<file path="src/rtl/psram_cfg.svh">
`ifndef PSRAM_CFG_SVH
`define PSRAM_CFG_SVH

// Number of pseudo-SRAM chips, one bank controller each
`define PSRAM_NUM_BANKS 4

// Word address width of a single chip
`define PSRAM_ADDR_W 12

// Chip data bus, two byte lanes
`define PSRAM_DATA_W 16

// Cycles spent in the wait state of every access
`define PSRAM_LATENCY 4

// Bank select bits taken from the APB address above the word address
`define PSRAM_BANK_W 2

// APB address bus
`define PSRAM_PADDR_W 32

`endif
</file>
<file path="src/rtl/psram_pkg.sv">
`include "psram_cfg.svh"

package psram_pkg;

    // One request from the APB decoder to one bank
    typedef struct packed {
        logic                           valid;
        logic                           write;
        logic [`PSRAM_ADDR_W-1:0]       addr;
        logic [`PSRAM_DATA_W-1:0]       wdata;
        // Bit 1 upper byte, bit 0 lower byte
        logic [`PSRAM_DATA_W/8-1:0]     strb;
    } bank_req_t;

    // Control pins of one chip, all active low except cre
    typedef struct packed {
        logic                           ce_n;
        logic                           adv_n;
        logic                           oe_n;
        logic                           we_n;
        logic                           ub_n;
        logic                           lb_n;
        logic                           cre;
        logic [`PSRAM_ADDR_W-1:0]       addr;
    } psram_ctl_t;

    // Completion of one access
    typedef struct packed {
        logic                           done;
        logic [`PSRAM_DATA_W-1:0]       rdata;
    } bank_rsp_t;

endpackage

</file>
<file path="src/rtl/apb_bank_decoder.sv">
`include "psram_cfg.svh"

module apb_bank_decoder (
    input  logic                                         clk50MHz,
    input  logic                                         rst_n,
    input  logic [`PSRAM_PADDR_W-1:0]                    paddr,
    input  logic                                         psel,
    input  logic                                         penable,
    input  logic                                         pwrite,
    input  logic [`PSRAM_DATA_W-1:0]                     pwdata,
    input  logic [`PSRAM_DATA_W/8-1:0]                   pstrb,
    input  logic                                         busy,
    output psram_pkg::bank_req_t [`PSRAM_NUM_BANKS-1:0]  req,
    output logic                                         err
);
    // Byte address: bit 0 selects the byte within a word
    localparam int WORD_LSB = 1;
    localparam int BANK_LSB = `PSRAM_ADDR_W + 1;

    logic                           access;
    logic                           start;
    logic                           pend_q;
    logic                           go_q;
    logic                           in_range;
    logic [`PSRAM_BANK_W-1:0]       bank_sel;
    logic [`PSRAM_NUM_BANKS-1:0]    valid_q;
    logic                           write_q;
    logic [`PSRAM_ADDR_W-1:0]       addr_q;
    logic [`PSRAM_DATA_W-1:0]       wdata_q;
    logic [`PSRAM_DATA_W/8-1:0]     strb_q;

    assign access   = psel && penable;
    // One start per transfer, rearmed once the response stage has answered
    assign start    = access && !pend_q && !busy;
    assign bank_sel = paddr[BANK_LSB +: `PSRAM_BANK_W];
    // Every bit above the word address counts toward the bank number
    assign in_range = paddr[`PSRAM_PADDR_W-1:BANK_LSB] < `PSRAM_NUM_BANKS;

    always_ff @(posedge clk50MHz) begin
        if (!rst_n) begin
            pend_q  <= 1'b0;
            go_q    <= 1'b0;
            valid_q <= '0;
            err     <= 1'b0;
        end else begin
            go_q <= start;
            if (start) begin
                pend_q <= 1'b1;
            end else if (busy) begin
                pend_q <= 1'b0;
            end
            valid_q <= '0;
            if (go_q && in_range) begin
                valid_q[bank_sel] <= 1'b1;
            end
            err <= go_q && !in_range;
        end
    end

    // Request payload, shared by all banks
    always_ff @(posedge clk50MHz) begin
        if (go_q) begin
            write_q <= pwrite;
            addr_q  <= paddr[WORD_LSB +: `PSRAM_ADDR_W];
            wdata_q <= pwdata;
            strb_q  <= pstrb;
        end
    end

    always_comb begin
        for (int b = 0; b < `PSRAM_NUM_BANKS; b++) begin
            req[b].valid = valid_q[b];
            req[b].write = write_q;
            req[b].addr  = addr_q;
            req[b].wdata = wdata_q;
            req[b].strb  = strb_q;
        end
    end

    // A hand-off only for an access still held and an idle response stage
    assert property (@(posedge clk50MHz) disable iff (!rst_n)
                     (|valid_q || err) |-> access && !busy)
        else $error("hand-off outside a held access or while busy");

endmodule

</file>
<file path="config.mk">
export PLATFORM = sky130hd
export DESIGN_NAME = apb_bank_decoder
export DESIGN_NICKNAME = d
export VERILOG_FILES = /design/src/rtl/psram_pkg.sv /design/src/rtl/apb_bank_decoder.sv
export VERILOG_INCLUDE_DIRS = /design/src /design/src/rtl
export SDC_FILE = /design/constraint.sdc
export NUM_CORES = 1
export LEC_CHECK = 0
export BUFFER_PORTS_ARGS = -buffer_cell sky130_fd_sc_hd__buf_2
export CAP_MARGIN = 20
export CORE_ASPECT_RATIO = 1.4
export CORE_MARGIN = 2
export CORE_UTILIZATION = 39
export CTS_CLUSTER_DIAMETER = 200
export DETAILED_ROUTE_END_ITERATION = 8
export PLACE_DENSITY_LB_ADDON = 0.3
export SYNTH_ARGS = -nofsm -noshare
export SYNTH_HDL_FRONTEND = slang
export SYNTH_SLANG_ARGS = --single-unit
</file>
<file path="constraint.sdc">
create_clock -name clk50MHz -period 3.68 [get_ports clk50MHz]
set_clock_uncertainty 0.2 [all_clocks]
set_input_delay 0.368 -clock clk50MHz [delete_from_list [all_inputs] [get_ports clk50MHz]]
set_output_delay 0.368 -clock clk50MHz [all_outputs]
set_load 0.02 [all_outputs]
</file>
==> flow_metrics.py <==
metrics = {
    "routing": {
        "drc": 0,
        "drt_iter0_markers": 21,
        "detail-route-antenna-nets": 0,
        "routed_wl_um": 3480,
        "vias_per_cell": 4.01,
        "first_pass_iters": 4,
        "wl_per_cell_um": 11.0,
        "via_count": 1266,
    },
    "floorplan": {
        "die_area_sq_mm": 0.00548,
        "start_util_pct": 40.0,
        "coreArea_sq_mm": 0.00477,
        "ioPinCount": 185,
        "rows": 30,
        "fp.dieW_um": 63.1,
        "die_y_um": 86.8,
    },
    "grt": {
        "grt_usage_pct": 12.1,
        "grt_pass1_vias": 1090,
        "grt_pass1_wl_um": 4900,
        "overflow": 0,
        "grt_max_degree": 21,
        "antenna_found_initial": 0,
    },
    "placed_design": {
        "place_ws_ps": 1990,
        "dp.cells": 308,
        "port_buffers": 183,
        "hpwl_um": 2920,
        "gp_congestion": 0.727,
    },
    "timing": {
        "relSlewSlack_pct": 62.3,
        "finalCriticalPeriod_ps": 1630,
        "worst_pin_slew_ps": 565,
        "setup_viol": 0,
        "finalSetupTns_ps": 0,
        "rsz0062_at_grt": "no",
        "final-hold-violation-count": 0,
        "setup_ws_ps": 2050,
        "post-route-period-util_pct": 44.4,
        "max_freq_mhz": 613,
        "slew_viol_final": 0,
    },
    "layout": {
        "fillers": 453,
        "regArea_sq_mm": 0.00107,
        "diodes": 0,
        "instances_no_fill": 316,
        "area_delta_synth_final_pct": 23.1,
        "final_nets": 307,
        "drive_gt1_share_pct": 77.4,
        "multi_input_area_sq_um": 131,
    },
    "flow_run": {
        "max_cap_violations": 0,
    },
    "min_path": {
        "min_from": "paddr[7]",
        "hp-class": "in2reg",
        "min_path_cells": 1,
        "hold_end": "addr_q[6]",
    },
    "power_and_ir_drop": {
        "p_sw_share_pct": 19.5,
        "power_density_mw_per_mm2": 423,
        "pwr-share-comb_pct": 8.6,
        "clkPwrFrac_pct": 43.2,
        "power_frac_seq_pct": 48.2,
        "p_leak_nw": 1.17,
        "p_switching_w": 0.000194,
        "internal-power_w": 0.000799,
        "ir_drop_mv": 0.226,
    },
    "worst_setup_path": {
        "path_cells": "nand2_1 > or3_1 > nor3_1",
        "timing.reg2reg.setup_slack_ps": 2050,
        "end_kind": "register",
        "critPathRequiredTime_ps": 3690,
        "ff2ff_path_depth": 3,
        "timing.rr.end": "valid_q[0]",
        "critical_path.max_stage_delay_ps": 680,
        "cp.depth": 3,
        "crit_slowest_cell": "dfxtp_1",
        "worstPathArrival_ps": 1640,
        "rr_startpoint": "go_q",
        "start_kind": "register",
        "cp_max_fo": 13,
        "criticalPathCategory": "reg2reg",
        "path_buf_inv": 0,
        "crit_family": "flip-flops",
    },
    "logic_synthesis": {
        "synth_top_cell_by_area": "edfxtp_1",
        "synthesis.area_sq_mm": 0.00191,
        "syn-instance-count": 154,
        "synth_area_leaders": "edfxtp_1 49%, buf_4 37%, dfxtp_1 7.3%",
        "ys_seq_area_share_pct": 56.1,
        "syn-num-nets": 210,
        "ys_types": 13,
        "ys.warnings.count": 0,
        "yosys_register_bits": 38,
        "synth_top_area_share_pct": 48.8,
        "avgSynthCellArea_sq_um": 12.4,
    },
    "cts": {
        "cts-root-buf": "clkbuf_8",
        "clk_pin_slew_ps": 80,
        "postCtsHoldBufs": 0,
        "post_cts_buffers": 0,
        "insertion_delay_ps": 280,
        "clock-sinks": 38,
        "ctsResizeCount": 0,
        "clockBufferDepth": 2,
        "cts_buffers": 5,
        "htree_levels": 2,
        "cts_tree": "yes",
    },
    "outcome": {
        "outcome": "finished, final reports clean",
    },
}
cell type report:
type	instances	area share, %
Sequential cell	38	45.6
Timing Repair Buffer	184	39.3
Multi-Input combinational cell	22	5.59
Clock buffer	6	3.52
Tap cell	64	3.41
Clock inverter	2	2.56
synthesized netlist by cell type, drive strengths merged:
| cell | n |
|---|---|
| buf | 94 |
| dfxtp | 7 |
| o21ba | 1 |
| nor2 | 2 |
| a21oi | 1 |
| nand3 | 1 |
| edfxtp | 31 |
| nor4 | 6 |
| nand2b | 3 |
| nand2 | 4 |
| nor3 | 3 |
| or3 | 1 |
state kept, by name, indices dropped and copies added, names as in the netlist:
name / count
addr_q: 12
err: 1
go_q: 1
pend_q: 1
strb_q: 2
valid_q: 4
wdata_q: 16
write_q: 1
worst max path at each step:
stage	start	to	slack, ps
after detailed placement	go_q	valid_q[0]	1990
final	go_q	valid_q[0]	2050
after global routing	go_q	valid_q[0]	1840
after floorplan	go_q	valid_q[0]	1760
after CTS	go_q	valid_q[0]	1990
after global placement	go_q	valid_q[0]	2060
worst register-to-register path: cells and delay by family (launching register included):
family	cells	cell delay, ps
and+or+nand+nor	3	680
DFF	1	680
per-stage QoR:
stage | power, W | utilization (%) | instance area (sq um) | hold WS (ps)
3_3_place_gp | 0.000573 | 46.3 | 2210 | 215
2_1_floorplan | 0.000547 | - | 1910 | 198
6_report | 0.000992 | 49.3 | 2350 | 51.2
3_5_place_dp | 0.000575 | 46.3 | 2210 | 219
4_1_cts | 0.00101 | 49.3 | 2350 | 41.2
5_1_grt | 0.00103 | 49.3 | 2350 | 28.0
cell usage in the layout, fill, tap and decap left out:
cell and instances:
nor3_1 3, dfxtp_1 7, nand3_2 1, nor4_2 1, buf_2 183, buf_4 1
or3_1 1, nand2_1 4, nor2_1 2, nand2b_1 3, nor4_1 5, o21ba_2 1
edfxtp_1 31, bufinv_16 2, a21oi_1 1, clkbuf_8 6
power groups by stage:
stage | clock network, W | registers, W | logic (W)
global placement | 0 | 0.000488 | 0.0000854
detailed placement | 0 | 0.000488 | 0.0000867
finish | 0.000428 | 0.000478 | 0.0000855
CTS | 0.000443 | 0.000479 | 0.0000868
global route | 0.000461 | 0.000480 | 0.0000929
floorplan | 0 | 0.000497 | 0.0000495
cell families (layout without fill, tap and decap cells):
family	count (synthesis)	count (layout)	synth area share [%]
simple gates	20	20	6.10
compound gates	2	2	0.787
flops	38	38	56.1
buf+inv	94	192	37.0
routing by layer:
metal  global-route usage, %  up-vias  share of wire, %
met4                    6.67        0               2.1
met1                    12.9      565                34
met3                    5.19        5                11
met2                    20.0       84                54
li1                        -      612                 -
met5                       0        -                 0
Note: power is estimated with default switching activity, not from simulation.
