--- src/rtl/psram_cfg.svh ---
`ifndef PSRAM_CFG_SVH
`define PSRAM_CFG_SVH

// Number of pseudo-SRAM chips, one bank controller each
`define PSRAM_NUM_BANKS 4

// Word address width of a single chip
`define PSRAM_ADDR_W 12

// Chip data bus, two byte lanes
`define PSRAM_DATA_W 16

// Cycles spent in the wait state of every access
`define PSRAM_LATENCY 4

// Bank select bits taken from the APB address above the word address
`define PSRAM_BANK_W 2

// APB address bus
`define PSRAM_PADDR_W 32

`endif
--- src/rtl/psram_pkg.sv ---
`include "psram_cfg.svh"

package psram_pkg;

    // One request from the APB decoder to one bank
    typedef struct packed {
        logic                           valid;
        logic                           write;
        logic [`PSRAM_ADDR_W-1:0]       addr;
        logic [`PSRAM_DATA_W-1:0]       wdata;
        // Bit 1 upper byte, bit 0 lower byte
        logic [`PSRAM_DATA_W/8-1:0]     strb;
    } bank_req_t;

    // Control pins of one chip, all active low except cre
    typedef struct packed {
        logic                           ce_n;
        logic                           adv_n;
        logic                           oe_n;
        logic                           we_n;
        logic                           ub_n;
        logic                           lb_n;
        logic                           cre;
        logic [`PSRAM_ADDR_W-1:0]       addr;
    } psram_ctl_t;

    // Completion of one access
    typedef struct packed {
        logic                           done;
        logic [`PSRAM_DATA_W-1:0]       rdata;
    } bank_rsp_t;

endpackage

--- src/rtl/bank_response_mux.sv ---
`include "psram_cfg.svh"

module bank_response_mux (
    input  logic                                         clk50MHz,
    input  logic                                         rst_n,
    input  psram_pkg::bank_rsp_t [`PSRAM_NUM_BANKS-1:0]  rsp,
    input  logic                                         err,
    output logic [`PSRAM_DATA_W-1:0]                     prdata,
    output logic                                         pready,
    output logic                                         pslverr,
    output logic                                         busy
);
    logic [`PSRAM_NUM_BANKS-1:0]    done_vec;
    logic                           any_done;
    logic [`PSRAM_DATA_W-1:0]       sel_data;

    // Only the completing bank contributes its read data
    always_comb begin
        sel_data = '0;
        for (int b = 0; b < `PSRAM_NUM_BANKS; b++) begin
            done_vec[b] = rsp[b].done;
            if (rsp[b].done) begin
                sel_data = sel_data | rsp[b].rdata;
            end
        end
    end

    assign any_done = |done_vec;

    always_ff @(posedge clk50MHz) begin
        if (!rst_n) begin
            pready  <= 1'b0;
            pslverr <= 1'b0;
        end else begin
            pready  <= any_done || err;
            pslverr <= err;
        end
    end

    always_ff @(posedge clk50MHz) begin
        if (any_done) begin
            prdata <= sel_data;
        end else if (err) begin
            prdata <= '0;
        end
    end

    // Held through the completing APB edge so the decoder does not restart
    assign busy = pready;

    // Only one transfer is ever in flight across all banks and the error path
    assert property (@(posedge clk50MHz) disable iff (!rst_n) $onehot0({done_vec, err}))
        else $error("more than one completion in a cycle");

endmodule

--- config.mk ---
export PLATFORM = sky130hd
export DESIGN_NAME = bank_response_mux
export DESIGN_NICKNAME = d
export VERILOG_FILES = /design/src/rtl/psram_pkg.sv /design/src/rtl/bank_response_mux.sv
export VERILOG_INCLUDE_DIRS = /design/src /design/src/rtl
export SDC_FILE = /design/constraint.sdc
export NUM_CORES = 1
export LEC_CHECK = 0
export BUFFER_PORTS_ARGS = -buffer_cell sky130_fd_sc_hd__buf_4
export CAP_MARGIN = 20
export CORE_ASPECT_RATIO = 1.4
export CORE_MARGIN = 3
export CORE_UTILIZATION = 40
export DETAILED_ROUTE_END_ITERATION = 8
export PLACE_DENSITY = 0.86
export SETUP_SLACK_MARGIN = 0.02
export SYNTH_ARGS = -nofsm -noshare
export SYNTH_HDL_FRONTEND = slang
export SYNTH_SLANG_ARGS = --single-unit
--- constraint.sdc ---
create_clock -name clk50MHz -period 1.8 [get_ports clk50MHz]
set_input_delay 0.36 -clock clk50MHz [delete_from_list [all_inputs] [get_ports clk50MHz]]
set_output_delay 0.36 -clock clk50MHz [all_outputs]
set_load 0.03 [all_outputs]
==> impl_metrics.yaml, run 1 <==
status:
  outcome: "completed"
setup_path:
  cp_max_fo: 17
  worstPathArrival_ns: 1.21
  worst-path-buf-inv: 1
  start_kind: "input pin"
  crit_path_end_kind: "flip-flop"
  slowest_stage: "nand2_1"
  cpPeakStageDelay_ns: 0.43
  path_class: "input pin to flip-flop"
  cp.depth: 3
  worstPathRequired_ns: 1.70
  critPathTopFamily: "simple AND/OR/NAND/NOR gates"
  crit_chain: "buf_4, nor3_1, nand2_1"
routing:
  drt_first_iter_violations: 54
  ant_nets: 0
  avgRoutedWirePerCell_microns: 16.2
  remaining_drc_errors: 0
  drt-total-wl_mm: 3.18
  first_pass_iters: 4
  vias_per_cell: 5.07
  vias: 999
yosys:
  synthMuxAreaShare_pct: 0
  synth_top_cell_by_area: "edfxtp_1"
  netlist_area_sq_um: 1010
  synth_area_leaders: "edfxtp_1 48%, a22oi_1 16%, a22oi_2 14%"
  yosys.area_share.simple_pct: 7.83
  synth.top_cell.area_share_pct: 47.7
  ys_warn_count: 0
  synth_cells: 80
  synth_top_family_by_area: "compound AO/OA/AOI/OAI gates"
  yosysUniqueCellTypes: 12
  syn_nets: 151
  synth_fa_ha_area_share_pct: 0
  synth_xor_area_share_pct: 0
  synth_compound_area_share_pct: 30.1
  avgSynthCellArea_sq_um: 12.6
  ys_ff_latch: 18
  synth_seq_area_share_pct: 51.7
sta:
  rsz0062_at_grt: "false"
  timing.final.crit_period_ns: 1.31
  fmax_mhz: 761
  relSlewSlack_pct: 57.9
  hold_violations: 0
  finalMaxSlewViolations: 0
  tns_ns: 0
  tightest_slew_ns: 0.630
  timing.hold.ws_ns: 0.284
  period_share_pct: 73.1
  setup_viol: 0
floorplan:
  num_io_pins: 90
  die_width_microns: 48.4
  chipHeight_microns: 65.4
  row_count: 20
  dieArea_sq_um: 3160
  core_area_sq_um: 2280
  start_util_pct: 44.2
clocking:
  ctsResizeCount: 0
  cts_setup_buffers: 0
  cts_num_sinks: 18
  cts_tree: "built"
  cts_root_buffer: "clkbuf_4"
  cts_buffer_depth: 2
  h-tree-depth: 1
  postCtsHoldBufs: 0
  clkSlewWorstSetupHoldPaths_ns: 0.09
  cts_inserted_buffers: 3
power_and_ir_drop:
  p_leak_nw: 0.748
  vdd_drop_max_mv: 0.320
  p_per_area_nw_per_um2: 659
flow_run:
  maxCapViolations: 0
hold_path:
  hold_depth: 2
  min_to: "pslverr$_SDFF_PN0_"
  hp-class: "input pin to flip-flop"
  hp-start: "rst_n"
cells_and_area:
  multi_input_area_sq_um: 382
  insertedDiodeCount: 0
  finalNetCount: 236
  final_util_pct: 71.9
  regArea_sq_um: 520
  drive_gt1_share_pct: 62.8
  fillers: 179
  area_delta_synth_final_pct: 62.6
global_routing:
  track_usage_pct: 19.6
  first_global_vias: 1033
  grt_pass1_wl_mm: 4.70
  antenna_found_initial: 0
  grt_start_max_net_pins: 18
  grt-ovfl-total: 0
placed_design:
  hpwl_mm: 2.68
  io_buffers: 89
  gp_congestion: 0.838
[cell usage after synthesis, drive strengths merged]
| cell | number |
|---|---|
| buf | 9 |
| nand2 | 17 |
| dfxtp | 2 |
| a22oi | 32 |
| a21boi | 1 |
| nor2 | 1 |
| nor3 | 1 |
| edfxtp | 16 |
| and2 | 1 |
[cells in the final DEF, fill, tap and decap left out, drive strengths merged]
cell type and count:
buf 89, clkbuf 4, dfxtp 2, nand2 17
nor2 1, a22oi 32, edfxtp 16, nor3 1
a21boi 1, and2 1
[kinds of logic after synthesis]
logic type             Yosys count
AO/OA/AOI/OAI                   33
AND/OR/NAND/NOR                 20
flip-flops                      18
buffers and inverters            9
[how the worst max path moves through the flow]
stage | start | slack (ns) | to
finish | rsp[16] | 0.49 | prdata[0]$_SDFFCE_PN0P_
global route | rsp[16] | 0.43 | prdata[0]$_SDFFCE_PN0P_
CTS | rsp[16] | 0.49 | prdata[0]$_SDFFCE_PN0P_
detailed placement | rsp[16] | 0.20 | prdata[2]$_SDFFCE_PN0P_
global placement | rsp[16] | 0.26 | prdata[12]$_SDFFCE_PN0P_
floorplan | rsp[16] | 0.43 | prdata[0]$_SDFFCE_PN0P_
[final cells by class]
type,count,share of cell area [%]
Tap cell,33,2.52
Multi-Input combinational cell,53,23.3
Sequential cell,18,31.8
Timing Repair Buffer,89,40.8
Clock buffer,4,1.60
[routing by layer]
layer	global-route usage (%)	vias up	routed length [microns]
met1	20.4	467	1050
met2	39.0	48	1940
met3	1.81	4	135
li1	-	480	-
met4	9.25	0	51
met5	0	-	0
[power by group]
part	total, mW	internal, mW	switching [mW]	leakage (nW)
clock network	0.202	0.0861	0.116	0.0150
registers	0.510	0.498	0.0113	0.173
logic	0.367	0.185	0.182	0.560
total	1.08	0.769	0.310	0.748
[state kept, by name, indices dropped and copies added (netlist names)]
register / cells
prdata: 16
busy: 1
pslverr: 1
[per-stage QoR]
stage	power, mW	setup WS (ns)	cells	area, sq um
floorplan	0.706	0.431	80	1010
global placement	0.881	0.264	193	1610
detailed placement	0.888	0.198	193	1610
CTS	1.08	0.490	197	1640
global route	1.13	0.435	197	1640
finish	1.08	0.485	197	1640
No activity file was read; power rests on OpenSTA's default activity.
==> run 2: changes to the inputs <==
- CORE_UTILIZATION: 40 -> 37
- PLACE_DENSITY: 0.86 -> 0.8
- clock period: 1.8 -> 1.3 ns (I/O delays scaled with it)
==> run 2 against run 1 <==
Die area rose by 7.2%. Non-clock buffer count rose by 4. Total power rose by 39%. Clock power rose by 38%. Flip-flop and latch count did not move. Global-route usage barely moved. Utilization fell by 5.1 points. Final area rose by 1.9%.
==> impl_metrics.yaml, run 2 (synthesized netlist as in run 1, its figures left out) <==
clocking:
  h-tree-depth: 1
  cts_root_buffer: "clkbuf_4"
  clkSlewWorstSetupHoldPaths_ns: 0.10
  ctsResizeCount: 0
  cts_num_sinks: 18
  cts_buffer_depth: 2
  cts_tree: "built"
  postCtsHoldBufs: 0
  cts_inserted_buffers: 3
  cts_setup_buffers: 0
power_and_ir_drop:
  p_leak_nw: 0.767
  p_per_area_nw_per_um2: 898
  switching_power_mw: 0.428
  p_seq_share_pct: 47.3
  pwr-share-comb_pct: 34.1
  p_int_mw: 1.07
  p_clk_share_pct: 18.6
  vdd_drop_max_mv: 0.504
  switching_share_pct: 28.6
sta:
  hold_violations: 0
  timing.final.crit_period_ns: 1.15
  relSlewSlack_pct: 82.9
  tightest_slew_ns: 0.257
  fmax_mhz: 873
  rsz0062_at_grt: "false"
  finalMaxSlewViolations: 0
  period_share_pct: 88.1
  setup_viol: 0
  tns_ns: 0
routing:
  vias: 1051
  avgRoutedWirePerCell_microns: 16.7
  first_pass_iters: 4
  remaining_drc_errors: 0
  vias_per_cell: 5.20
  drt_first_iter_violations: 34
  ant_nets: 0
  drt-total-wl_mm: 3.37
hold_path:
  hp-class: "input pin to flip-flop"
floorplan:
  die_width_microns: 50.1
  core_area_sq_um: 2500
  num_io_pins: 90
  start_util_pct: 40.4
  dieArea_sq_um: 3390
  row_count: 21
  chipHeight_microns: 67.7
cells_and_area:
  largest_register: "prdata"
  fin_cells: 202
  finalNetCount: 240
  insertedDiodeCount: 0
  drive_gt1_share_pct: 63.7
  final_common_cell: "buf_4"
  largest_reg_flops: 16
  area_delta_synth_final_pct: 65.7
  final_cell_mix: "93 x buf_4, 21 x a22oi_1, 17 x nand2_1, 16 x edfxtp_1, 11 x a22oi_2"
  final_util_pct: 66.9
placed_design:
  hpwl_mm: 2.78
  dp.cells: 198
  io_buffers: 89
  gp_congestion: 0.725
global_routing:
  grt_start_max_net_pins: 18
  first_global_vias: 1080
  grt-ovfl-total: 0
  antenna_found_initial: 0
  track_usage_pct: 19.6
  grt_pass1_wl_mm: 4.95
setup_path:
  crit_path_end_kind: "primary output"
  crit_chain: "buf_4"
  start_kind: "flip-flop"
  worstPathArrival_ns: 0.89
  path_class: "flip-flop to primary output"
  critPathTopFamily: "flip-flops"
  cpPeakStageDelay_ns: 0.41
  cp_max_fo: 1
  slowest_stage: "edfxtp_1"
  worst-path-buf-inv: 1
  worstPathRequired_ns: 1.04
flow_run:
  maxCapViolations: 0
status:
  outcome: "completed"
## run 2: changes by cell type in the layout (fill, tap and decap cells not counted), sizes merged
cell,before,now
buf,89,93
## run 2: per-layer routing
metal	vias up	global-route usage, %	share of wire (%)
li1	489	-	-
met1	499	20.4	33
met2	55	38.4	58
met3	8	3.53	6.0
met4	0	6.92	2.4
met5	-	0	0
## run 2: final cells by class
class / instances / area (sq um)
clock buffers: 4 / 26.3
fillers: 201 / 827
repair buffers: 93 / 698
well taps: 34 / 42.5
multi-input cells: 53 / 382
flip-flops and latches: 18 / 520
## run 2: power groups by stage
stage          clock network [mW]  registers [mW]  logic (mW)
6_report                    0.279           0.709       0.512
5_1_grt                     0.310           0.715       0.546
4_1_cts                     0.283           0.710       0.518
3_5_place_dp                    0           0.723       0.517
3_3_place_gp                    0           0.722       0.506
2_1_floorplan                   0           0.834       0.144
## run 2: final timing paths
path / startpoint / end / depth (start not counted)
worst max-delay path: prdata[10]$_SDFFCE_PN0P_ / prdata[10] / 1
worst min-delay path: err / pslverr$_SDFF_PN0_ / 2
## run 2: per-stage QoR
step	area, sq um	total power [mW]	hold slack (ns)	setup slack (ns)
finish	1670	1.50	0.186	0.154
global placement	1640	1.23	0.481	0.119
CTS	1670	1.51	0.188	0.147
floorplan	1010	0.978	0.382	0.0315
detailed placement	1640	1.24	0.481	0.0780
global route	1670	1.57	0.179	0.119
==> run 3: changes to the inputs <==
- CAP_MARGIN: 20 -> default
- PLACE_DENSITY: 0.8 -> 0.79
==> run 3 against run 2 <==
Utilization is 0.50 points higher. Combinational power hardly changed. Largest cell class unchanged. Critical path depth stayed put. Critical path type unchanged. Sequential power hardly changed.
==> impl_metrics.yaml, run 3 (synthesized netlist as in run 1, its figures left out) <==
sta:
  finalMaxSlewViolations: 0
  period_share_pct: 88.0
  timing.final.crit_period_ns: 1.14
  tns_ns: 0
  rsz0062_at_grt: "false"
  hold_violations: 0
  relSlewSlack_pct: 84.6
  fin_ws_ns: 0.155
  fmax_mhz: 874
  setup_viol: 0
  tightest_slew_ns: 0.229
setup_path:
  worstPathRequired_ns: 1.04
  startpoint: "prdata[8]$_SDFFCE_PN0P_"
  path_class: "flip-flop to primary output"
  crit_chain: "buf_4"
  start_kind: "flip-flop"
  worstPathArrival_ns: 0.88
  cp.depth: 1
  worst-path-buf-inv: 1
  cp_max_fo: 1
  cpPeakStageDelay_ns: 0.42
  crit_path_end_kind: "primary output"
  critPathTopFamily: "flip-flops"
  slowest_stage: "edfxtp_1"
  endpoint: "prdata[8]"
cells_and_area:
  finalNetCount: 240
  final_cell_mix: "92 x buf_4, 21 x a22oi_1, 17 x nand2_1, 16 x edfxtp_1, 11 x a22oi_2"
  final_common_cell: "buf_4"
  fin_cells: 202
  drive_gt1_share_pct: 63.7
  largest_register: "prdata"
  insertedDiodeCount: 0
  stdcell_area_sq_um: 1680
  fillers: 194
  largest_reg_flops: 16
  area_delta_synth_final_pct: 67.0
floorplan:
  row_count: 21
  chipHeight_microns: 67.7
  dieArea_sq_um: 3390
  die_width_microns: 50.1
  start_util_pct: 40.4
  core_area_sq_um: 2500
  num_io_pins: 90
global_routing:
  antenna_found_initial: 0
  grt-ovfl-total: 0
  track_usage_pct: 18.8
  grt_start_max_net_pins: 18
  first_global_vias: 1023
  grt_pass1_wl_mm: 4.73
power_and_ir_drop:
  switching_power_mw: 0.420
  p_seq_share_pct: 47.7
  p_clk_share_pct: 17.6
  p_leak_nw: 0.773
  p_int_mw: 1.06
  vdd_drop_max_mv: 0.454
  p_per_area_nw_per_um2: 883
  pwr-share-comb_pct: 34.7
  switching_share_pct: 28.3
placed_design:
  io_buffers: 89
  dp_slack_ns: 0.137
  dp.cells: 198
  gp_congestion: 0.904
  placed_area_sq_um: 1660
  hpwl_mm: 2.67
flow_run:
  maxCapViolations: 0
routing:
  drt-total-wl_mm: 3.28
  drt_first_iter_violations: 11
  remaining_drc_errors: 0
  vias: 989
  vias_per_cell: 4.90
  ant_nets: 0
  first_pass_iters: 4
  avgRoutedWirePerCell_microns: 16.3
clocking:
  h-tree-depth: 1
  cts_buffer_depth: 2
  cts_inserted_buffers: 3
  cts_setup_buffers: 0
  clkSlewWorstSetupHoldPaths_ns: 0.09
  cts_root_buffer: "clkbuf_4"
  ctsResizeCount: 0
  cts_tree: "built"
  postCtsHoldBufs: 0
  cts_num_sinks: 18
status:
  outcome: "completed"
hold_path:
  hold_depth: 2
  hp-class: "input pin to flip-flop"
[run 3: cell count changes in the layout (fill, tap and decap cells not counted), sizes merged]
cell / before / now
clkinv: 0 / 1
clkbuf: 4 / 3
[run 3: through the flow]
| stage | total power, mW | hold WS, ns | util, % |
|---|---|---|---|
| after floorplan | 0.978 | 0.382 | - |
| final | 1.49 | 0.209 | 67.4 |
| after detailed placement | 1.24 | 0.493 | 66.3 |
| after global routing | 1.56 | 0.211 | 67.4 |
| after CTS | 1.50 | 0.193 | 67.4 |
| after global placement | 1.23 | 0.490 | 66.3 |
[run 3: worst min path at each step]
stage / endpoint / from
final: pslverr$_SDFF_PN0_ / err
after global routing: pslverr$_SDFF_PN0_ / rst_n
after CTS: pslverr$_SDFF_PN0_ / err
after detailed placement: pslverr$_SDFF_PN0_ / err
after global placement: pslverr$_SDFF_PN0_ / err
after floorplan: pslverr$_SDFF_PN0_ / err
[run 3: per-layer routing]
metal	wire (microns)	global-route usage, %
met5	0	0
met4	44	8.30
met3	228	3.09
met2	1940	36.4
met1	1070	19.6
[run 3: layout make-up]
| type | count | area [sq um] | area share [%] |
|---|---|---|---|
| multi-input combinational | 53 | 382 | 22.7 |
| clock buffer | 3 | 22.5 | 1.34 |
| timing repair buffer | 93 | 711 | 42.3 |
| tap | 34 | 42.5 | 2.53 |
| sequential | 18 | 520 | 31.0 |
| clock inverter | 1 | 3.75 | 0.223 |
[run 3: power by group through the flow]
stage	sequential [mW]	combinational (mW)	clock, mW
after global routing	0.715	0.548	0.295
after detailed placement	0.724	0.517	0
after floorplan	0.834	0.144	0
after CTS	0.710	0.518	0.271
after global placement	0.722	0.507	0
final	0.709	0.515	0.262
